[src/source/dcachePkg.sv]
`default_nettype none

package dcachePkg;

  // widths with a meaning of their own
  typedef logic [31:0]  addr_t;
  typedef logic [63:0]  word_t;
  typedef logic [7:0]   mask_t;
  typedef logic [20:0]  tag_t;
  typedef logic [5:0]   index_t;
  typedef logic [255:0] line_t;
  typedef logic [1:0]   beat_t;
  typedef logic         way_t;

  // pipeline request, 105 bits
  typedef struct packed {
    logic  wr;
    addr_t addr;
    // store data and byte enables, lane 0 at the addressed byte
    word_t data;
    mask_t mask;
  } cacheReq_t;

  // load data, zero for a store
  typedef struct packed {
    word_t data;
  } cacheRsp_t;

  // controller states
  typedef enum logic [2:0] {
    idle,
    compare,
    miss,
    wrBack,
    getData,
    replace
  } ctrlState_t;

endpackage

`default_nettype wire

[src/source/refillBuffer.sv]
`timescale 1ns/1ps
`default_nettype none

module refillBuffer (
  input  wire                   clk,
  input  wire                   rst_n,
  input  wire                   memDataValid_i,
  input  wire dcachePkg::word_t memData_i,
  input  wire                   memLast_i,
  output dcachePkg::line_t      line_o,
  output logic                  beatsDone_o
);

  dcachePkg::beat_t beatCnt;
  dcachePkg::line_t lineQ;

  assign line_o = lineQ;

  always_ff @(posedge clk or negedge rst_n) begin
    if (!rst_n) begin
      beatCnt     <= '0;
      beatsDone_o <= 1'b0;
    end else begin
      beatsDone_o <= memDataValid_i && memLast_i;
      if (memDataValid_i) begin
        // ready for the next burst after the last beat
        beatCnt <= memLast_i ? '0 : beatCnt + 2'd1;
      end
    end
  end

  // beats arrive lowest word first
  always_ff @(posedge clk) begin
    if (memDataValid_i) begin
      lineQ[{beatCnt, 6'd0} +: 64] <= memData_i;
    end
  end

endmodule

`default_nettype wire

[config.mk]
export PLATFORM = sky130hd
export DESIGN_NAME = refillBuffer
export DESIGN_NICKNAME = d
export VERILOG_FILES = /design/src/source/dcachePkg.sv /design/src/source/refillBuffer.sv
export SDC_FILE = /design/constraint.sdc
export NUM_CORES = 1
export LEC_CHECK = 0
export ABC_AREA = 1
export BUFFER_PORTS_ARGS = -buffer_cell sky130_fd_sc_hd__buf_4
export CORE_ASPECT_RATIO = 1.5
export CORE_MARGIN = 4
export CORE_UTILIZATION = 50
export CTS_CLUSTER_DIAMETER = 30
export DETAILED_ROUTE_END_ITERATION = 8
export PLACE_DENSITY = 0.8
export SYNTH_ARGS = -nofsm -noshare
export SYNTH_HDL_FRONTEND = slang
export SYNTH_SLANG_ARGS = --single-unit
[constraint.sdc]
create_clock -name clk -period 3.1 [get_ports clk]
set_input_delay 0.155 -clock clk [delete_from_list [all_inputs] [get_ports clk]]
set_output_delay 0.155 -clock clk [all_outputs]
set_load 0.005 [all_outputs]
# After elaboration in Yosys (flattened, before gate mapping)
# Cells that the tools add are included.
[classes]
n_addsub = 2
shift = 2
muxes = 2
n_reduce_logical = 1
[ops]
columns = ["operator", "n"]
rows = [
  ["$bwmux W256", 1],
  ["$shift A64 B10 Y256 const A", 1],
  ["$shiftx A64 B10 Y256", 1],
  ["$neg A8 Y10", 1],
  ["$add A2 B1 Y2 const B", 1],
  ["$mux W2", 1],
  ["$logic_and A1 B1 Y1", 1],
]
[word_totals]
register_bits = 259

# Logic depth before layout (Yosys ltp)
[logic_depth]
ltp_word = 3
mapped_depth = 8
mapped_depth_nobuf = 6

# Least setup slack after synthesis
# OpenSTA, ideal clock, no wires.
[synth_timing]
kind = "register to register"
from = "register, netlist name beatCnt[0]"
to = "register lineQ[0] (netlist: line_o[0]), enable pin"
setup_time_ps = 418
t_arrival_ps = 2081
path_slack_ps = 601
path_stages_with_launch = 5
period_less_slack_ps = 2499
path_cell_list = "dfrtp_1 inv_2 ha_1 nand2_1 inv_1"
[synth_rtl]
columns = ["element", "line_no", "rtl"]
rows = [
  ["to (signal, indexed assignment)", "refillBuffer.sv:35", "lineQ[{beatCnt, 6'd0} +: 64] <= memData_i;"],
  ["to (decl)", "refillBuffer.sv:15", "dcachePkg::line_t lineQ;"],
]

# Final worst setup path
[layout_timing]
from = "register beatCnt[0]"
to = "register lineQ[167] (netlist: line_o[167]) (data pin)"
[layout_between]
elab_chain_cells = 3
word_cells_on_any_way = 4
cone_classes = "add/sub (1); shift (2); mux (1)"
[layout_rtl]
columns = ["element", "line_no", "rtl"]
rows = [
  ["from (decl)", "refillBuffer.sv:14", "dcachePkg::beat_t beatCnt;"],
  ["from (signal assigned)", "refillBuffer.sv:27", "beatCnt <= memLast_i ? '0 : beatCnt + 2'd1;"],
  ["$neg A8 Y10 (*)", "refillBuffer.sv:35", ""],
  ["$shiftx A64 B10 Y256 or $shift A64 B10 Y256 (tied branches)", "refillBuffer.sv:35", ""],
  ["$bwmux W256 (*)", "refillBuffer.sv:35", ""],
]
# Every way passes the cells marked *; elsewhere a longest branch is shown, timed or not.
# A chain may end at the register's enable or synchronous reset.

==> results.yml <==
timing:
  rsz0062_at_grt: "no"
  timing_worst_slew_pin_value_ps: 790
  setup-violations-final: 0
  slew_violations: 0
  min_period_ps: 2410
  hold_viol: 0
  setup-tns-final_ps: 0
  fin_skew_ps: 13.4
  whs_ps: 14.0
  fmax_mhz: 415
  relSlewSlack: 0.471
  min_period_over_period: 0.777
yosys:
  synth_edf_count: 256
  synth_common_cells: "nor2_1 (259), edfxtp_1 (256), inv_1 (73)"
  ys_types: 14
  synthesis.nets: 740
  postSynthAreaPerCell_um2: 14.1
  synth_top_cell_by_area: "edfxtp_1"
  ys_warn_count: 0
  async_flop_share: 0.0116
  yosysSeqAreaShare: 0.827
  synth_top_cell_area_share: 0.819
  synth_area_leaders: "edfxtp_1 (82%), nor2_1 (10%), inv_1 (2.9%), nand2_1 (1.4%), buf_2 (1.0%)"
  syn_area_um2: 9390
  synthCells: 667
  post-synth-top-count-cell: "nor2_1"
  ys_dominant_reg_cell: "edfxtp_1"
  synth_seq_cells: 259
floorplanning:
  die-width_um: 120
  die-area_um2: 21100
  start_util: 0.508
  die_h_um: 176
  io-pin-count: 325
  core-area_um2: 18500
  rows: 61
finish:
  fin_nets: 1104
  multi_input_area_um2: 1220
  seq_area_um2: 7760
  final_layout_size_suffix_gt1_frac: 0.384
  antenna_cells: 0
  fin_cells: 1308
  area_growth_pct: 44.2
  fill_cells: 1168
setup_path:
  crit_family: "simple AND/OR/NAND/NOR gates"
  path_max_fanout: 34
  critical-path-max-stage-delay_ps: 520
  cp_common_cell: "inv_2"
  crit_chain: "inv_2, ha_1, inv_2, nor2_2, nand2_2, buf_12, nor2_1"
  crit_buf_inv: 3
  cp.arrival_ps: 2740
  critical-path-slowest-cell: "dfrtp_1"
  required_ps: 3430
  start_kind: "flip-flop"
  crit_path_end_kind: "flip-flop"
  critPathKind: "reg -> reg"
clock_network:
  cts_buffers: 34
  cts.sinks: 259
  post_cts_resized: 0
  cts_root_buf: "clkbuf_16"
  clockBufferDepth: 3
  clk_latency_ps: 490
  cts_hold_buffers: 19
  cts_max_level: 2
  path_clk_slew_ps: 70
  cts_tree: "yes"
  post_cts_buffers: 0
worst_hold_path:
  min_path_type: "in -> reg"
drt:
  via_count: 6476
  detail_route.wirelength_um: 25300
  drt-initial-drc-count: 435
  ant_nets: 0
  viasPerCell: 4.95
  wl_per_cell_um: 19.4
  drcViolationCount: 0
  firstDrtPassIters: 7
placement:
  hpwl_um: 16900
  place_inst: 1228
  portBuffers: 324
  gp_congestion: 0.875
global_routing:
  antenna_found_initial: 0
  grt_start_max_net_pins: 65
  grt_usage: 0.236
  grt_overflow_total: 0
  grt_pass1_vias: 6675
  grt_pass1_wl_um: 38100
outcome:
  outcome: "finished, final reports clean"
power:
  p_leak_nw: 5.71
  cellPowerDensity_nw_per_um2: 666
  vdd_ir_drop_max_uv: 599
run:
  maxCapViolCount: 0
==> tightest hold or removal path, delay by kind of cell <==
| family | cells | cell delay, ps |
|---|---|---|
| buffers and inverters | 2 | 140 |
| AND/OR/NAND/NOR | 1 | 90 |
==> final timing paths <==
check / start / endpoint / slack (ps) / cells past startpoint
setup / recovery: beatCnt[0]$_DFFE_PN0P_ / line_o[167]$_DFFE_PP_ / 690 / 7
hold / removal: memData_i[61] / line_o[189]$_DFFE_PP_ / 10 / 3
setup reg to reg: beatCnt[0]$_DFFE_PN0P_ / line_o[167]$_DFFE_PP_ / 690 / 7
hold reg to reg: beatCnt[1]$_DFFE_PN0P_ / beatCnt[1]$_DFFE_PN0P_ / 730 / 2
max in group asynchronous: rst_n / beatCnt[1]$_DFFE_PN0P_ / 2970 / 2
min in group asynchronous: rst_n / beatCnt[0]$_DFFE_PN0P_ / 30 / 2
==> through the flow <==
step | util | instance area [um^2] | setup slack [ps] | power [W]
after floorplan | - | 9390 | 601 | 0.00462
after global placement | 0.659 | 12200 | 856 | 0.00515
after detailed placement | 0.659 | 12200 | 752 | 0.00517
after CTS | 0.733 | 13500 | 714 | 0.00906
after global routing | 0.733 | 13500 | 544 | 0.00931
final | 0.733 | 13500 | 690 | 0.00900
==> flip-flops by register name, summed over array words and instances, names as in the netlist <==
signal and count:
beatCnt 2, beatsDone_o 1, line_o 256
==> power by group <==
| part | leakage [nW] | switching [W] | internal, W |
|---|---|---|---|
| sequential | 2.42 | 0.0000627 | 0.00411 |
| combinational | 2.73 | 0.000569 | 0.000386 |
| clock | 0.569 | 0.00149 | 0.00238 |
| total | 5.71 | 0.00213 | 0.00688 |
==> layer usage <==
metal / global-route usage / part of all wire / vias up
met5: 0 / 0 / -
met4: 0.116 / 0.047 / 0
met3: 0.0548 / 0.079 / 71
met2: 0.422 / 0.54 / 351
met1: 0.263 / 0.34 / 3118
li1: - / - / 2936
==> cell usage in the layout (no fill, tap or decap), types with 4 or more instances in the layout <==
master	synthesis	routed
dlygate4sd3_1	0	19
buf_12	0	6
clkbuf_16	0	37
inv_2	3	7
buf_4	0	330
inv_1	73	69
nand2_1	34	31
edfxtp_1	256	256
clkinv_2	0	4
nor2_1	259	259
inv_6	0	6
ha_1	5	5
==> cell families (layout without fill, tap and decap cells) <==
| family | after synthesis | count (layout) | synth area share |
|---|---|---|---|
| DFF | 259 | 259 | 0.827 |
| AOI/OAI and AO/OA | 2 | 2 | 0.00107 |
| and+or+nand+nor | 298 | 298 | 0.121 |
| buffers and inverters | 103 | 492 | 0.0445 |
| adders and majority gates | 5 | 5 | 0.00667 |
==> area by class of cell <==
type	instances	area share
flip-flops and latches	259	0.574
repair buffers	355	0.206
multi-input cells	305	0.0900
clock buffers	39	0.0690
well taps	252	0.0233
inverters	76	0.0211
clock inverters	22	0.0169
Power figures use the tool's default switching activity.
