===== config.mk =====
export PLATFORM = sky130hd
export DESIGN_NAME = dcacheCtrl
export DESIGN_NICKNAME = d
export VERILOG_FILES = /design/src/source/dcachePkg.sv /design/src/source/dcacheCtrl.sv
export SDC_FILE = /design/constraint.sdc
export NUM_CORES = 1
export LEC_CHECK = 0
export BUFFER_PORTS_ARGS = -buffer_cell sky130_fd_sc_hd__buf_2
export CORE_AREA = 2 2 451 453
export DETAILED_ROUTE_END_ITERATION = 10
export DIE_AREA = 0 0 453 455
export GPL_TIMING_DRIVEN = 0
export HOLD_SLACK_MARGIN = 0.15
export PLACE_DENSITY = 0.31
export SLEW_MARGIN = 30
export SYNTH_ARGS = -nofsm -noshare
export SYNTH_HDL_FRONTEND = slang
export SYNTH_SLANG_ARGS = --single-unit

===== constraint.sdc =====
create_clock -name clk -period 8.8 [get_ports clk]
set_input_delay 1.32 -clock clk [delete_from_list [all_inputs] [get_ports clk]]
set_output_delay 1.32 -clock clk [all_outputs]
set_load 0.01 [all_outputs]

===== src/source/dcachePkg.sv =====
`default_nettype none

package dcachePkg;

  // widths with a meaning of their own
  typedef logic [31:0]  addr_t;
  typedef logic [63:0]  word_t;
  typedef logic [7:0]   mask_t;
  typedef logic [20:0]  tag_t;
  typedef logic [5:0]   index_t;
  typedef logic [255:0] line_t;
  typedef logic [1:0]   beat_t;
  typedef logic         way_t;

  // pipeline request, 105 bits
  typedef struct packed {
    logic  wr;
    addr_t addr;
    // store data and byte enables, lane 0 at the addressed byte
    word_t data;
    mask_t mask;
  } cacheReq_t;

  // load data, zero for a store
  typedef struct packed {
    word_t data;
  } cacheRsp_t;

  // controller states
  typedef enum logic [2:0] {
    idle,
    compare,
    miss,
    wrBack,
    getData,
    replace
  } ctrlState_t;

endpackage

`default_nettype wire


===== src/source/dcacheCtrl.sv =====
`timescale 1ns/1ps
`default_nettype none

module dcacheCtrl (
  input  wire                      clk,
  input  wire                      rst_n,
  input  wire                      reqValid_i,
  input  wire dcachePkg::cacheReq_t req_i,
  output logic                     reqReady_o,
  output logic                     rspValid_o,
  output dcachePkg::cacheRsp_t     rsp_o,
  output logic                     memRdValid_o,
  input  wire                      memRdReady_i,
  output dcachePkg::addr_t         memRdAddr_o,
  output logic                     memWrValid_o,
  input  wire                      memWrReady_i,
  output dcachePkg::addr_t         memWrAddr_o,
  output dcachePkg::line_t         memWrData_o,
  output dcachePkg::index_t        lookIndex_o,
  output dcachePkg::tag_t          lookTag_o,
  input  wire                      hit_i,
  input  wire dcachePkg::way_t     hitWay_i,
  input  wire dcachePkg::way_t     victimWay_i,
  input  wire                      victimDirty_i,
  input  wire dcachePkg::tag_t     victimTag_i,
  output logic                     setDirty_o,
  output logic                     fill_o,
  output dcachePkg::way_t          fillWay_o,
  output logic                     wrEn_o,
  output dcachePkg::way_t          wrWay_o,
  output dcachePkg::beat_t         wrWord_o,
  output dcachePkg::word_t         wrData_o,
  output dcachePkg::mask_t         wrMask_o,
  input  wire dcachePkg::line_t    lineRd_i,
  input  wire dcachePkg::line_t    victimLine_i,
  input  wire                      beatsDone_i
);

  dcachePkg::ctrlState_t state;
  dcachePkg::ctrlState_t stateNext;
  dcachePkg::cacheReq_t  reqQ;

  // latched address fields
  dcachePkg::index_t index;
  dcachePkg::tag_t   tag;
  dcachePkg::beat_t  word;
  logic [2:0]        byteOff;
  logic              cmpHit;

  assign index   = reqQ.addr[10:5];
  assign tag     = reqQ.addr[31:11];
  assign word    = reqQ.addr[4:3];
  assign byteOff = reqQ.addr[2:0];
  assign cmpHit  = (state == dcachePkg::compare) && hit_i;

  assign lookIndex_o = index;
  assign lookTag_o   = tag;

  // a hit frees the latch for the next request in the same cycle
  assign reqReady_o = (state == dcachePkg::idle) || cmpHit;

  always_ff @(posedge clk) begin
    if (reqValid_i && reqReady_o) begin
      reqQ <= req_i;
    end
  end

  always_ff @(posedge clk or negedge rst_n) begin
    if (!rst_n) begin
      state <= dcachePkg::idle;
    end else begin
      state <= stateNext;
    end
  end

  always_comb begin
    stateNext = state;
    case (state)
      dcachePkg::idle: begin
        if (reqValid_i) begin
          stateNext = dcachePkg::compare;
        end
      end
      dcachePkg::compare: begin
        if (!hit_i) begin
          stateNext = victimDirty_i ? dcachePkg::wrBack : dcachePkg::miss;
        end else if (!reqValid_i) begin
          stateNext = dcachePkg::idle;
        end
      end
      // victim goes out before the refill is asked for
      dcachePkg::wrBack: begin
        if (memWrReady_i) begin
          stateNext = dcachePkg::miss;
        end
      end
      dcachePkg::miss: begin
        if (memRdReady_i) begin
          stateNext = dcachePkg::getData;
        end
      end
      dcachePkg::getData: begin
        if (beatsDone_i) begin
          stateNext = dcachePkg::replace;
        end
      end
      // line is in place, retry the request as a hit
      dcachePkg::replace: begin
        stateNext = dcachePkg::compare;
      end
      default: begin
        stateNext = dcachePkg::idle;
      end
    endcase
  end

  assign rspValid_o = cmpHit;
  assign rsp_o.data = reqQ.wr ? '0 : lineRd_i[{word, 6'd0} +: 64];

  // store hit, data and mask moved to the addressed byte lane
  assign wrEn_o     = cmpHit && reqQ.wr;
  assign setDirty_o = cmpHit && reqQ.wr;
  assign wrWay_o    = hitWay_i;
  assign wrWord_o   = word;
  assign wrData_o   = reqQ.data << {byteOff, 3'b000};
  assign wrMask_o   = reqQ.mask << byteOff;

  assign fill_o    = (state == dcachePkg::replace);
  assign fillWay_o = victimWay_i;

  assign memRdValid_o = (state == dcachePkg::miss);
  assign memRdAddr_o  = {tag, index, 5'd0};

  assign memWrValid_o = (state == dcachePkg::wrBack);
  assign memWrAddr_o  = {victimTag_i, index, 5'd0};
  assign memWrData_o  = victimLine_i;

endmodule

`default_nettype wire


# Word level (Yosys, flattened, before mapping)

Cells that the tools add are included.

Word-level logic and storage cells: 33
Bits in registers: 108
Output and inout port bits: 494
Input port bits: 648

Muxes and demuxes: 9
Reductions and logical operators: 6
Shift-type cells: 3
Equality and inequality tests: 10

Operators with widths:

| cell                 | number |
|---|---|
| $shiftx A256 B9 Y64  | 1 |
| $mux W64             | 1 |
| $shl A64 B6 Y64      | 1 |
| $mux W3              | 6 |
| $pmux W3 S6          | 1 |
| $shl A8 B3 Y8        | 1 |
| $eq A3 B2 Y1 const B | 2 |
| $eq A3 B3 Y1 const B | 2 |
| $reduce_and A5 Y1    | 1 |
| $ne A2 B1 Y1 const B | 2 |
| $ne A2 B2 Y1 const B | 2 |
| $eq A3 B1 Y1 const B | 1 |
| $logic_and A1 B1 Y1  | 3 |
| $logic_not A3 Y1     | 1 |
| $ne A3 B3 Y1 const B | 1 |
| $logic_or A1 B1 Y1   | 1 |
| $mux W1              | 1 |

# Depth between registers and ports, before layout

Gate-level depths: netlist of run 1.

Depth after elaboration: 4
Mapped depth: 6
Gate-level depth less buffers: 3

# Worst setup path before layout of run 1

Ideal clock, no wire load.

Path kind: input -> register
Start point: input port hit_i
End point: register reqQ (netlist bit byteOff[0]), enable pin
Required time: 8325 ps
Setup slack: 4160 ps
Data arrival time: 4165 ps
Stages: 3
Buffers on the path: 0
Path through: nor2b_1 -> nor3_1 -> and2_1

Cells in the longest elaborated chain, start to end: 3

RTL lines:

| element                | line             | RTL |
|---|---|---|
| start: declaration     | dcacheCtrl.sv:21 | `input wire hit_i,` |
| $logic_and A1 B1 Y1    | dcacheCtrl.sv:54 | `assign cmpHit = (state == dcachePkg::compare) && hit_i;` |
| $logic_or A1 B1 Y1     | dcacheCtrl.sv:60 | `assign reqReady_o = (state == dcachePkg::idle) \|\| cmpHit;` |
| via reqReady_o         | dcacheCtrl.sv:9  | `output logic reqReady_o,` |
| $logic_and A1 B1 Y1    | dcacheCtrl.sv:63 | `if (reqValid_i && reqReady_o) begin` |
| end signal: assignment | dcacheCtrl.sv:64 | `reqQ <= req_i;` |
| end: declaration       | dcacheCtrl.sv:41 | `dcachePkg::cacheReq_t reqQ;` |

The timed path passes the listed nets, and every way through them passes these cells.
A chain may end at the register's enable or synchronous reset.

# Final worst setup path of run 1

Start point: register reqQ (netlist bit byteOff[1])
End point: output port wrData_o[43]

Cells in the longest elaborated chain, start to end: 1

RTL lines:

| element          | line              | RTL |
|---|---|---|
| $shl A64 B6 Y64  | dcacheCtrl.sv:125 | `assign wrData_o = reqQ.data << {byteOff, 3'b000};` |
| end: declaration | dcacheCtrl.sv:32  | `output dcachePkg::word_t wrData_o,` |

No other way between the ends.

==> results of run 1 <==
-- worst max-delay path: cells and delay by family (launching register included) --
| family | cells | cell delay [ns] |
|---|---|---|
| buffers and inverters | 3 | 0.91 |
| DFF | 1 | 0.53 |
| and+or+nand+nor | 1 | 0.44 |
| AOI/OAI and AO/OA | 2 | 0.35 |
-- final cells by class --
type	instances	area, um^2
fill	23500	183000
timing repair buffer	856	4360
multi-input combinational	420	3960
tap	2672	3340
sequential	108	3230
buffer	408	3000
clock buffer	9	225
clock inverter	7	85.1
antenna	22	55.1
inverter	8	30.0
-- state kept, by name (all words and copies together) (netlist names) --
signal	count
lookIndex_o	6
byteOff	3
state	3
wrWord_o	2
reqQ	73
lookTag_o	21
-- routing by layer --
layer | up-vias | routed length (um) | global-route usage (%)
li1 | 4754 | - | -
met1 | 5480 | 36300 | 9.81
met2 | 890 | 56200 | 17.8
met3 | 220 | 9540 | 3.18
met4 | 22 | 3800 | 3.52
met5 | - | 145 | 0.735
-- metrics by stage --
stage	power [uW]	setup WS (ns)
after floorplan	1810	4.16
after detailed placement	2860	5.10
after global routing	3470	4.70
after CTS	3370	4.82
after global placement	2870	1.97
final	3270	4.82
-- power breakdown --
group / switching (uW) / internal, uW
logic: 1150 / 814
registers: 121 / 718
clock network: 267 / 207
-- worst max path at each step --
| stage | from | endpoint | slack (ns) | cells past startpoint |
|---|---|---|---|---|
| 4_1_cts | byteOff[1] | wrData_o[43] | 4.82 | 6 |
| 5_1_grt | byteOff[1] | wrData_o[42] | 4.70 | 6 |
| 2_1_floorplan | hit_i | byteOff[0] | 4.16 | 3 |
| 6_report | byteOff[1] | wrData_o[43] | 4.82 | 6 |
| 3_3_place_gp | hit_i | reqQ[0] | 1.97 | 4 |
| 3_5_place_dp | lineRd_i[173] | rsp_o[45] | 5.10 | 4 |
-- kinds of logic (layout without fill, tap and decap cells) --
family	after synthesis	in the layout	share of synthesized area [%]
buffers and inverters	416	1288	29.8
AND/OR/NAND/NOR	159	159	8.97
multiplexers	137	137	21.6
AO/OA/AOI/OAI	114	114	7.88
flip-flops	108	108	31.7
other	1	32	0.0368
-- cells in the final DEF, fill, tap and decap left out, types with 7 or more instances in the layout --
cell,instances
conb_1,10
o21a_1,9
clkbuf_16,9
a31oi_1,7
o21ai_0,20
a211oi_1,22
nor2b_1,78
buf_6,9
clkbuf_1,14
a2bb2oi_1,10
diode_2,22
nand2_1,12
nor2_1,26
o22ai_1,14
and2_1,12
inv_1,8
mux4_2,64
edfxtp_1,105
buf_2,876
mux2i_1,49
a21oi_1,7
buf_4,356
nand2b_1,10
mux2_2,24
==> metrics.cfg, run 1 <==
[outcome]
status = completed

[min_path]
holdCritStartpoint = state[0]
holdPathEnd = state[2]
min_path_cells = 1
hold_class = flop to flop

[sta]
finalSetupTns_ns = 0
finalSetupViolations = 0
whs_ns = 0.561
relSlewSlack_pct = 43.8
fmax_ghz = 0.251
worst_pin_slew_ns = 0.842
period_minus_slack_ns = 3.98
clock_skew_ns = 0.0128
grt_setup_unrepaired = false
finalCritPeriodShare_pct = 45.2
finalHoldViolations = 0
drv_slew = 0

[die]
die-width_um = 453
initial_core_util_pct = 5.06
core_area_um2 = 201000
rows = 165
die_area_um2 = 206000
ioPinCount = 1142
die_h_um = 455

[route]
ant_nets = 0
wl_per_cell_um = 23.5
drtPass1Iterations = 5
drc = 0
drt_iter0_markers = 654
drt_wl_total_mm = 106
via_count = 11400
vias_per_cell = 2.52

[synthesis]
synth_edf_count = 105
synth_cells = 935
synthTopCellsByArea = edfxtp_1 (31%), buf_4 (26%), mux4_2 (14%), mux2i_1 (4.8%), nor2b_1 (4.8%)
syn_area_per_cell_um2 = 10.9
yosysWarnings = 0
ys_types = 41
ys_seq_elements = 108
yosysMostFrequentCell = buf_4
ys_top_cells_by_count = buf_4 (356), edfxtp_1 (105), nor2b_1 (78)
yosysTopAreaCell = edfxtp_1
synthFlopType = edfxtp_1
synth_area_um2 = 10200
async_flop_share_pct = 2.78
seq_area_frac_synth_pct = 31.7
synth_top_area_share_pct = 31.0

[clocking]
ctsLongestPathBuffers = 2
cts.repair_timing.setup_buffer_count = 0
cts_buffers = 9
htree_levels = 3
cts.reportedPaths.clkPinSlew_ns = 0.10
cts-root-buf = clkbuf_16
postCtsHoldBufs = 0
cts_resized = 0
clkLatencyLatePin_ns = 0.42
cts_tree = done
cts_sinks = 108

[cells_and_area]
layout.cells.non_filler = 4510
fin_nets = 2459
final_layout_size_suffix_gt1_share_pct = 75.3
design_area_um2 = 18300
utilization_pct = 9.08
area_growth_syn_to_layout_pct = 79.6

[placement]
routabilityCongestion = 0.818
dp_hpwl_mm = 96.9
numPlacedInstances = 4472
port_buffers = 852
placedInstanceArea_um2 = 17900

[critical_path]
crit_top_cell = buf_2
cp_max_fo = 10
r2r-start = state[1]
ff2ff_setup_slack_ns = 6.70
cp_slowest_stage_delay_ns = 0.53
endpoint_kind = output port
worst_r2r_path_depth = 5
crit_path_start_kind = flop
crit_arrival_ns = 2.66
reg2reg_to = reqQ[33]
crit_slowest_cell = edfxtp_1
required_ns = 7.48
worst-setup-path-type = flop to output port
crit_chain = buf_4, nor2_1, buf_2, a22oi_1, o21ai_0, buf_2

[power_and_ir_drop]
power_leakage_uw = 0.00800
ir_worst_vdd_uv = 114
power.density_nw_per_um2 = 179

[global_route]
grt_pass1_vias = 10600
track_usage_pct = 9.57
grt_overflow = 0
antenna_found_initial = 107
grt_max_degree = 38
grt_first_pass_wirelength_mm = 124

[flow_run]
drv_cap = 0

No activity file was read; power rests on OpenSTA's default activity.
==> run 2: changes to the inputs <==
- CORE_AREA: 2 2 451 453 -> 2 2 443 445
- DIE_AREA: 0 0 453 455 -> 0 0 445 447
- clock period: 8.8 -> 3.8 ns (I/O delays scaled with it)
==> run 2 against run 1 <==
  * Global-route usage up 0.61 points
  * Hold slack worse by 0.25 ns
  * First-iteration DRC count grew 11%
  * Critical path depth is 1 lower
  * Cell count shrank 2.8%
  * Critical endpoint is now wrMask_o[3]
  * Largest cell class unchanged
  * Largest power group unchanged
==> metrics.cfg, run 2 (same netlist as run 1, synthesis figures left out) <==
[sta]
grt_setup_unrepaired = false
drv_slew = 0  ; unchanged
worst_pin_slew_ns = 0.775  ; -0.0671 ns
finalCritPeriodShare_pct = 86.8
relSlewSlack_pct = 48.3  ; +4.5 points
period_minus_slack_ns = 3.30
finalSetupViolations = 0  ; unchanged
finalHoldViolations = 0  ; unchanged
fmax_ghz = 0.303
clock_skew_ns = 0.00968  ; -0.00307 ns

[route]
drc = 0  ; unchanged
drt_iter0_markers = 726  ; +11%
via_count = 11100  ; -2.1%
vias_per_cell = 2.54  ; +0.71%
drt_wl_total_mm = 108  ; +1.5%
wl_per_cell_um = 24.5  ; +4.4%
ant_nets = 0  ; unchanged
drtPass1Iterations = 5  ; unchanged

[die]
core_area_um2 = 194000  ; -3.5%
ioPinCount = 1142  ; unchanged
rows = 162  ; -1.8%
initial_core_util_pct = 5.24  ; +0.19 points
die_area_um2 = 199000  ; -3.5%
die_h_um = 447  ; -1.8%
die-width_um = 445  ; -1.8%

[placement]
placedInstanceArea_um2 = 17700  ; -1.0%
port_buffers = 852  ; unchanged
numPlacedInstances = 4341  ; -2.9%
routabilityCongestion = 0.812  ; -0.66%
dp_hpwl_mm = 97.7  ; +0.79%

[clocking]
cts_resized = 0  ; unchanged
clkLatencyLatePin_ns = 0.43  ; about the same
ctsLongestPathBuffers = 2  ; unchanged
postCtsHoldBufs = 1  ; +1
cts_tree = done
htree_levels = 3  ; unchanged
cts_buffers = 9  ; unchanged
cts.reportedPaths.clkPinSlew_ns = 0.09  ; about the same
cts_sinks = 108  ; unchanged
cts.repair_timing.setup_buffer_count = 0  ; unchanged
cts-root-buf = clkbuf_16

[critical_path]
cp_slowest_stage_delay_ns = 0.56  ; +0.03 ns
worst-setup-path-type = flop to output port
crit_path_start_kind = flop
ff2ff_setup_slack_ns = 1.33  ; -5.37 ns
crit_slowest_cell = edfxtp_1
endpoint_kind = output port
crit_family = buffers and inverters
crit_chain = buf_2, clkbuf_1, a211oi_1, a211oi_1, buf_2
crit_buf_inv = 3  ; unchanged
cp_max_fo = 10  ; unchanged
required_ns = 3.23  ; -4.25 ns
crit_arrival_ns = 2.73  ; +0.07 ns

[cells_and_area]
largest_register = reqQ
multi_input_area_um2 = 3960  ; unchanged
final_common_cell = buf_2
largest_reg_flops = 73  ; unchanged
fin_nets = 2459  ; unchanged
layout_common_cells = buf_2 (876), buf_4 (356), edfxtp_1 (105)
design_area_um2 = 18100  ; -0.92%
final_layout_size_suffix_gt1_share_pct = 75.2  ; about the same
regArea_um2 = 3230  ; unchanged
fill_cells = 22700  ; -3.5%
area_growth_syn_to_layout_pct = 78.0
layout.cells.non_filler = 4385  ; -2.8%

[global_route]
grt_max_degree = 39  ; +2.6%
grt_first_pass_wirelength_mm = 128  ; +3.8%
track_usage_pct = 10.2  ; +0.61 points
grt_overflow = 0  ; unchanged
grt_pass1_vias = 10900  ; +2.7%
antenna_found_initial = 103  ; -3.7%

[flow_run]
drv_cap = 0  ; unchanged

[power_and_ir_drop]
power.density_nw_per_um2 = 410  ; +130%
ir_worst_vdd_uv = 258  ; +130%
power_leakage_uw = 0.00799  ; about the same

[outcome]
status = completed

[min_path]
hold_class = input pin to flop

## run 2: changes by cell type in the layout (fill, tap and decap cells not counted), sizes merged
cell | previous run | this run
inv | 13 | 11
clkinvlp | 1 | 0
dlygate4sd3 | 0 | 1
diode | 22 | 27
buf | 1247 | 1246
clkinv | 1 | 4
## run 2: metrics by stage
step	util [%]	TNS [ns]	power, uW	setup WS, ns	hold WS (ns)
2_1_floorplan	-	0	4180	1.05	0.274
3_3_place_gp	9.09	-29.32	6510	-0.313	0.380
3_5_place_dp	9.13	0	6490	0.843	0.383
4_1_cts	9.29	0	7690	0.324	0.254
5_1_grt	9.32	0	7920	0.356	0.267
6_report	9.33	0	7430	0.501	0.311
## run 2: worst register-to-register path, stage by stage (launching register included)
cell and delay (ns):
dfrtp_1 0.46, nor2b_1 0.18, nor3_1 0.33, and2_4 0.57
buf_16 0.27, buf_12 0.31
## run 2: area by class of cell
| cell class | count | area share (%) |
|---|---|---|
| timing repair buffer | 856 | 24.0 |
| multi-input combinational | 420 | 21.8 |
| antenna | 27 | 0.373 |
| inverter | 8 | 0.166 |
| clock inverter | 7 | 0.421 |
| clock buffer | 9 | 1.24 |
| buffer | 408 | 16.6 |
| tap | 2542 | 17.6 |
| sequential | 108 | 17.8 |
## run 2: path summary, 6_finish.rpt
| path | cells past startpoint | start | to |
|---|---|---|---|
| hold reg to reg | 1 | state[0] | state[2] |
| max in group asynchronous | 2 | rst_n | state[0] |
| hold / removal | 1 | req_i[68] | reqQ[68] |
| setup / recovery | 5 | byteOff[1] | wrMask_o[3] |
| min in group asynchronous | 2 | rst_n | state[2] |
| setup reg to reg | 5 | state[0] | reqQ[52] |
## run 2: power breakdown
group          switching [uW]  internal [uW]
Sequential                272           1660
Clock                     625            468
Combinational            2530           1870
Total                    3430           4000
## run 2: routing by layer
| layer | up-vias | track usage (%) | share of wire (%) |
|---|---|---|---|
| li1 | 4762 | - | - |
| met1 | 5386 | 10.5 | 34 |
| met2 | 779 | 20.4 | 57 |
| met3 | 192 | 2.29 | 6.4 |
| met4 | 10 | 2.67 | 2.6 |
| met5 | - | 0 | 0.053 |
==> run 3: changes to the inputs <==
- CORE_AREA: 2 2 443 445 -> 3 3 444 446
- DIE_AREA: 0 0 445 447 -> 0 0 447 449
==> run 3 against run 2 <==
  * Sequential power barely moved
  * Critical path depth rose by 1
  * Register-to-register slack improved by 0.02 ns
  * Sequential share of layout area barely moved
  * Count of clock-buffer cells in the layout did not move
  * Clock power barely moved
  * Maximum frequency fell by 1.1%
  * First-iteration DRC count fell by 16%
  * Setup slack got worse by 0.035 ns
  * Cell count fell by 0.75%
  * Flip-flop and latch count did not move
  * Core utilization barely moved
  * Critical endpoint is now wrData_o[63]
==> metrics.cfg, run 3 (same netlist as run 1, synthesis figures left out) <==
[cells_and_area]
largest_register = reqQ
design_area_um2 = 18100  ; -0.20%
layout_common_cells = buf_2 (876), buf_4 (356), edfxtp_1 (105)
largest_reg_flops = 73  ; unchanged
final_layout_size_suffix_gt1_share_pct = 75.2  ; about the same
layout.cells.non_filler = 4352  ; -0.75%
area_growth_syn_to_layout_pct = 77.6
final_common_cell = buf_2
fin_nets = 2460  ; +0.041%

[clocking]
cts_tree = done
cts_resized = 0  ; unchanged
cts_sinks = 108  ; unchanged
cts_buffers = 9  ; unchanged
cts-root-buf = clkbuf_16
postCtsHoldBufs = 1  ; unchanged
ctsLongestPathBuffers = 2  ; unchanged
cts.repair_timing.setup_buffer_count = 0  ; unchanged
cts.reportedPaths.clkPinSlew_ns = 0.11  ; +0.02 ns
clkLatencyLatePin_ns = 0.42  ; about the same
htree_levels = 3  ; unchanged

[placement]
dp_hpwl_mm = 102  ; +4.4%
placedInstanceArea_um2 = 17700  ; unchanged
routabilityCongestion = 0.867  ; +6.7%
port_buffers = 852  ; unchanged
numPlacedInstances = 4326  ; -0.35%

[die]
core_area_um2 = 193000  ; -0.62%
die_area_um2 = 201000  ; +0.90%
initial_core_util_pct = 5.27  ; +0.033 points
rows = 161  ; -0.62%
ioPinCount = 1142  ; unchanged
die_h_um = 449  ; +0.45%
die-width_um = 447  ; +0.45%

[outcome]
status = completed

[sta]
finalCritPeriodShare_pct = 87.8  ; +0.93 points
finalSetupTns_ns = 0  ; unchanged
finalSetupViolations = 0  ; unchanged
period_minus_slack_ns = 3.33  ; +0.0355 ns
relSlewSlack_pct = 39.5  ; -8.8 points
grt_setup_unrepaired = false
drv_slew = 0  ; unchanged
worst_pin_slew_ns = 0.907  ; +0.132 ns
whs_ns = 0.305  ; -0.00625 ns
finalHoldViolations = 0  ; unchanged
fmax_ghz = 0.300  ; -1.1%
clock_skew_ns = 0.0212  ; +0.0115 ns

[critical_path]
crit_top_cell = buf_2
crit_buf_inv = 3  ; unchanged
crit_arrival_ns = 2.76  ; +0.03 ns
crit_slowest_cell = a221oi_1
crit_path_start_kind = flop
worst-setup-path-type = flop to output port
cp_max_fo = 10  ; unchanged
crit_chain = buf_4, buf_2, nand2_1, o22ai_1, a221oi_1, buf_2
crit_family = compound AO/OA/AOI/OAI gates
required_ns = 3.23  ; about the same
cp_slowest_stage_delay_ns = 0.69  ; +0.13 ns
endpoint_kind = output port

[global_route]
antenna_found_initial = 92  ; -11%
grt_pass1_vias = 11200  ; +2.2%
grt_max_degree = 36  ; -7.7%
track_usage_pct = 10.5  ; +0.36 points
grt_overflow = 0  ; unchanged
grt_first_pass_wirelength_mm = 134  ; +4.9%

[route]
drt_wl_total_mm = 112  ; +3.8%
vias_per_cell = 2.55  ; +0.51%
via_count = 11100  ; -0.24%
ant_nets = 0  ; unchanged
wl_per_cell_um = 25.6  ; +4.6%
drt_iter0_markers = 613  ; -16%
drtPass1Iterations = 5  ; unchanged
drc = 0  ; unchanged

[power_and_ir_drop]
power_leakage_uw = 0.00800  ; +0.14%
power.density_nw_per_um2 = 417  ; +1.8%
finalPower_uw = 7540  ; +1.6%
ir_worst_vdd_uv = 247  ; -4.4%

[flow_run]
drv_cap = 0  ; unchanged

[min_path]
hold_class = input pin to flop

## run 3: cell count changes in the layout (fill, tap and decap cells not counted)
cell,previous run,this run
clkinvlp_4,0,1
inv_6,3,0
buf_12,3,4
inv_12,0,1
clkinv_8,2,1
inv_8,0,4
clkinv_4,2,0
diode_2,27,9
## run 3: report_power, final
part | internal (uW) | leakage [uW] | switching, uW
Clock | 480 | 0.000149 | 617
Combinational | 1890 | 0.00683 | 2640
Sequential | 1660 | 0.00102 | 262
Total | 4030 | 0.00800 | 3520
## run 3: worst reg2reg max path, stage by stage, from the launching register on
cell      delay (ns)
dfrtp_1         0.37
clkbuf_1        0.19
nor3_1          0.32
and2_4          0.44
buf_16          0.26
buf_12          0.28
buf_12          0.27
## run 3: layout make-up
type                            count  area [um^2]
Sequential cell                   108         3230
Antenna cell                        9         22.5
Clock inverter                      7         85.1
Inverter                            8         30.0
Timing Repair Buffer              857         4370
Tap cell                         2526         3160
Multi-Input combinational cell    420         3960
Fill cell                       22500       175000
Buffer                            408         3000
Clock buffer                        9          225
## run 3: metrics by stage
| step | util (%) | setup slack, ns |
|---|---|---|
| 4_1_cts | 9.36 | 0.391 |
| 2_1_floorplan | - | 1.05 |
| 6_report | 9.37 | 0.465 |
| 3_3_place_gp | 9.14 | -0.201 |
| 5_1_grt | 9.36 | 0.263 |
| 3_5_place_dp | 9.19 | 0.918 |
## run 3: path summary, 6_finish.rpt
kind	startpoint	endpoint	slack [ns]	depth (start not counted)
max	byteOff[1]	wrData_o[63]	0.47	6
min	req_i[92]	lookTag_o[9]	0.30	1
max reg2reg	state[1]	reqQ[49]	1.35	6
min reg2reg	state[0]	state[2]	0.57	1
max in group asynchronous	rst_n	state[2]	3.08	2
min in group asynchronous	rst_n	state[1]	0.60	2
## run 3: per-layer routing
layer / global-route usage [%] / routed length (um)
met3: 1.95 / 6670
met2: 21.5 / 63200
met4: 2.23 / 2640
met1: 10.9 / 39100
met5: 0 / 87
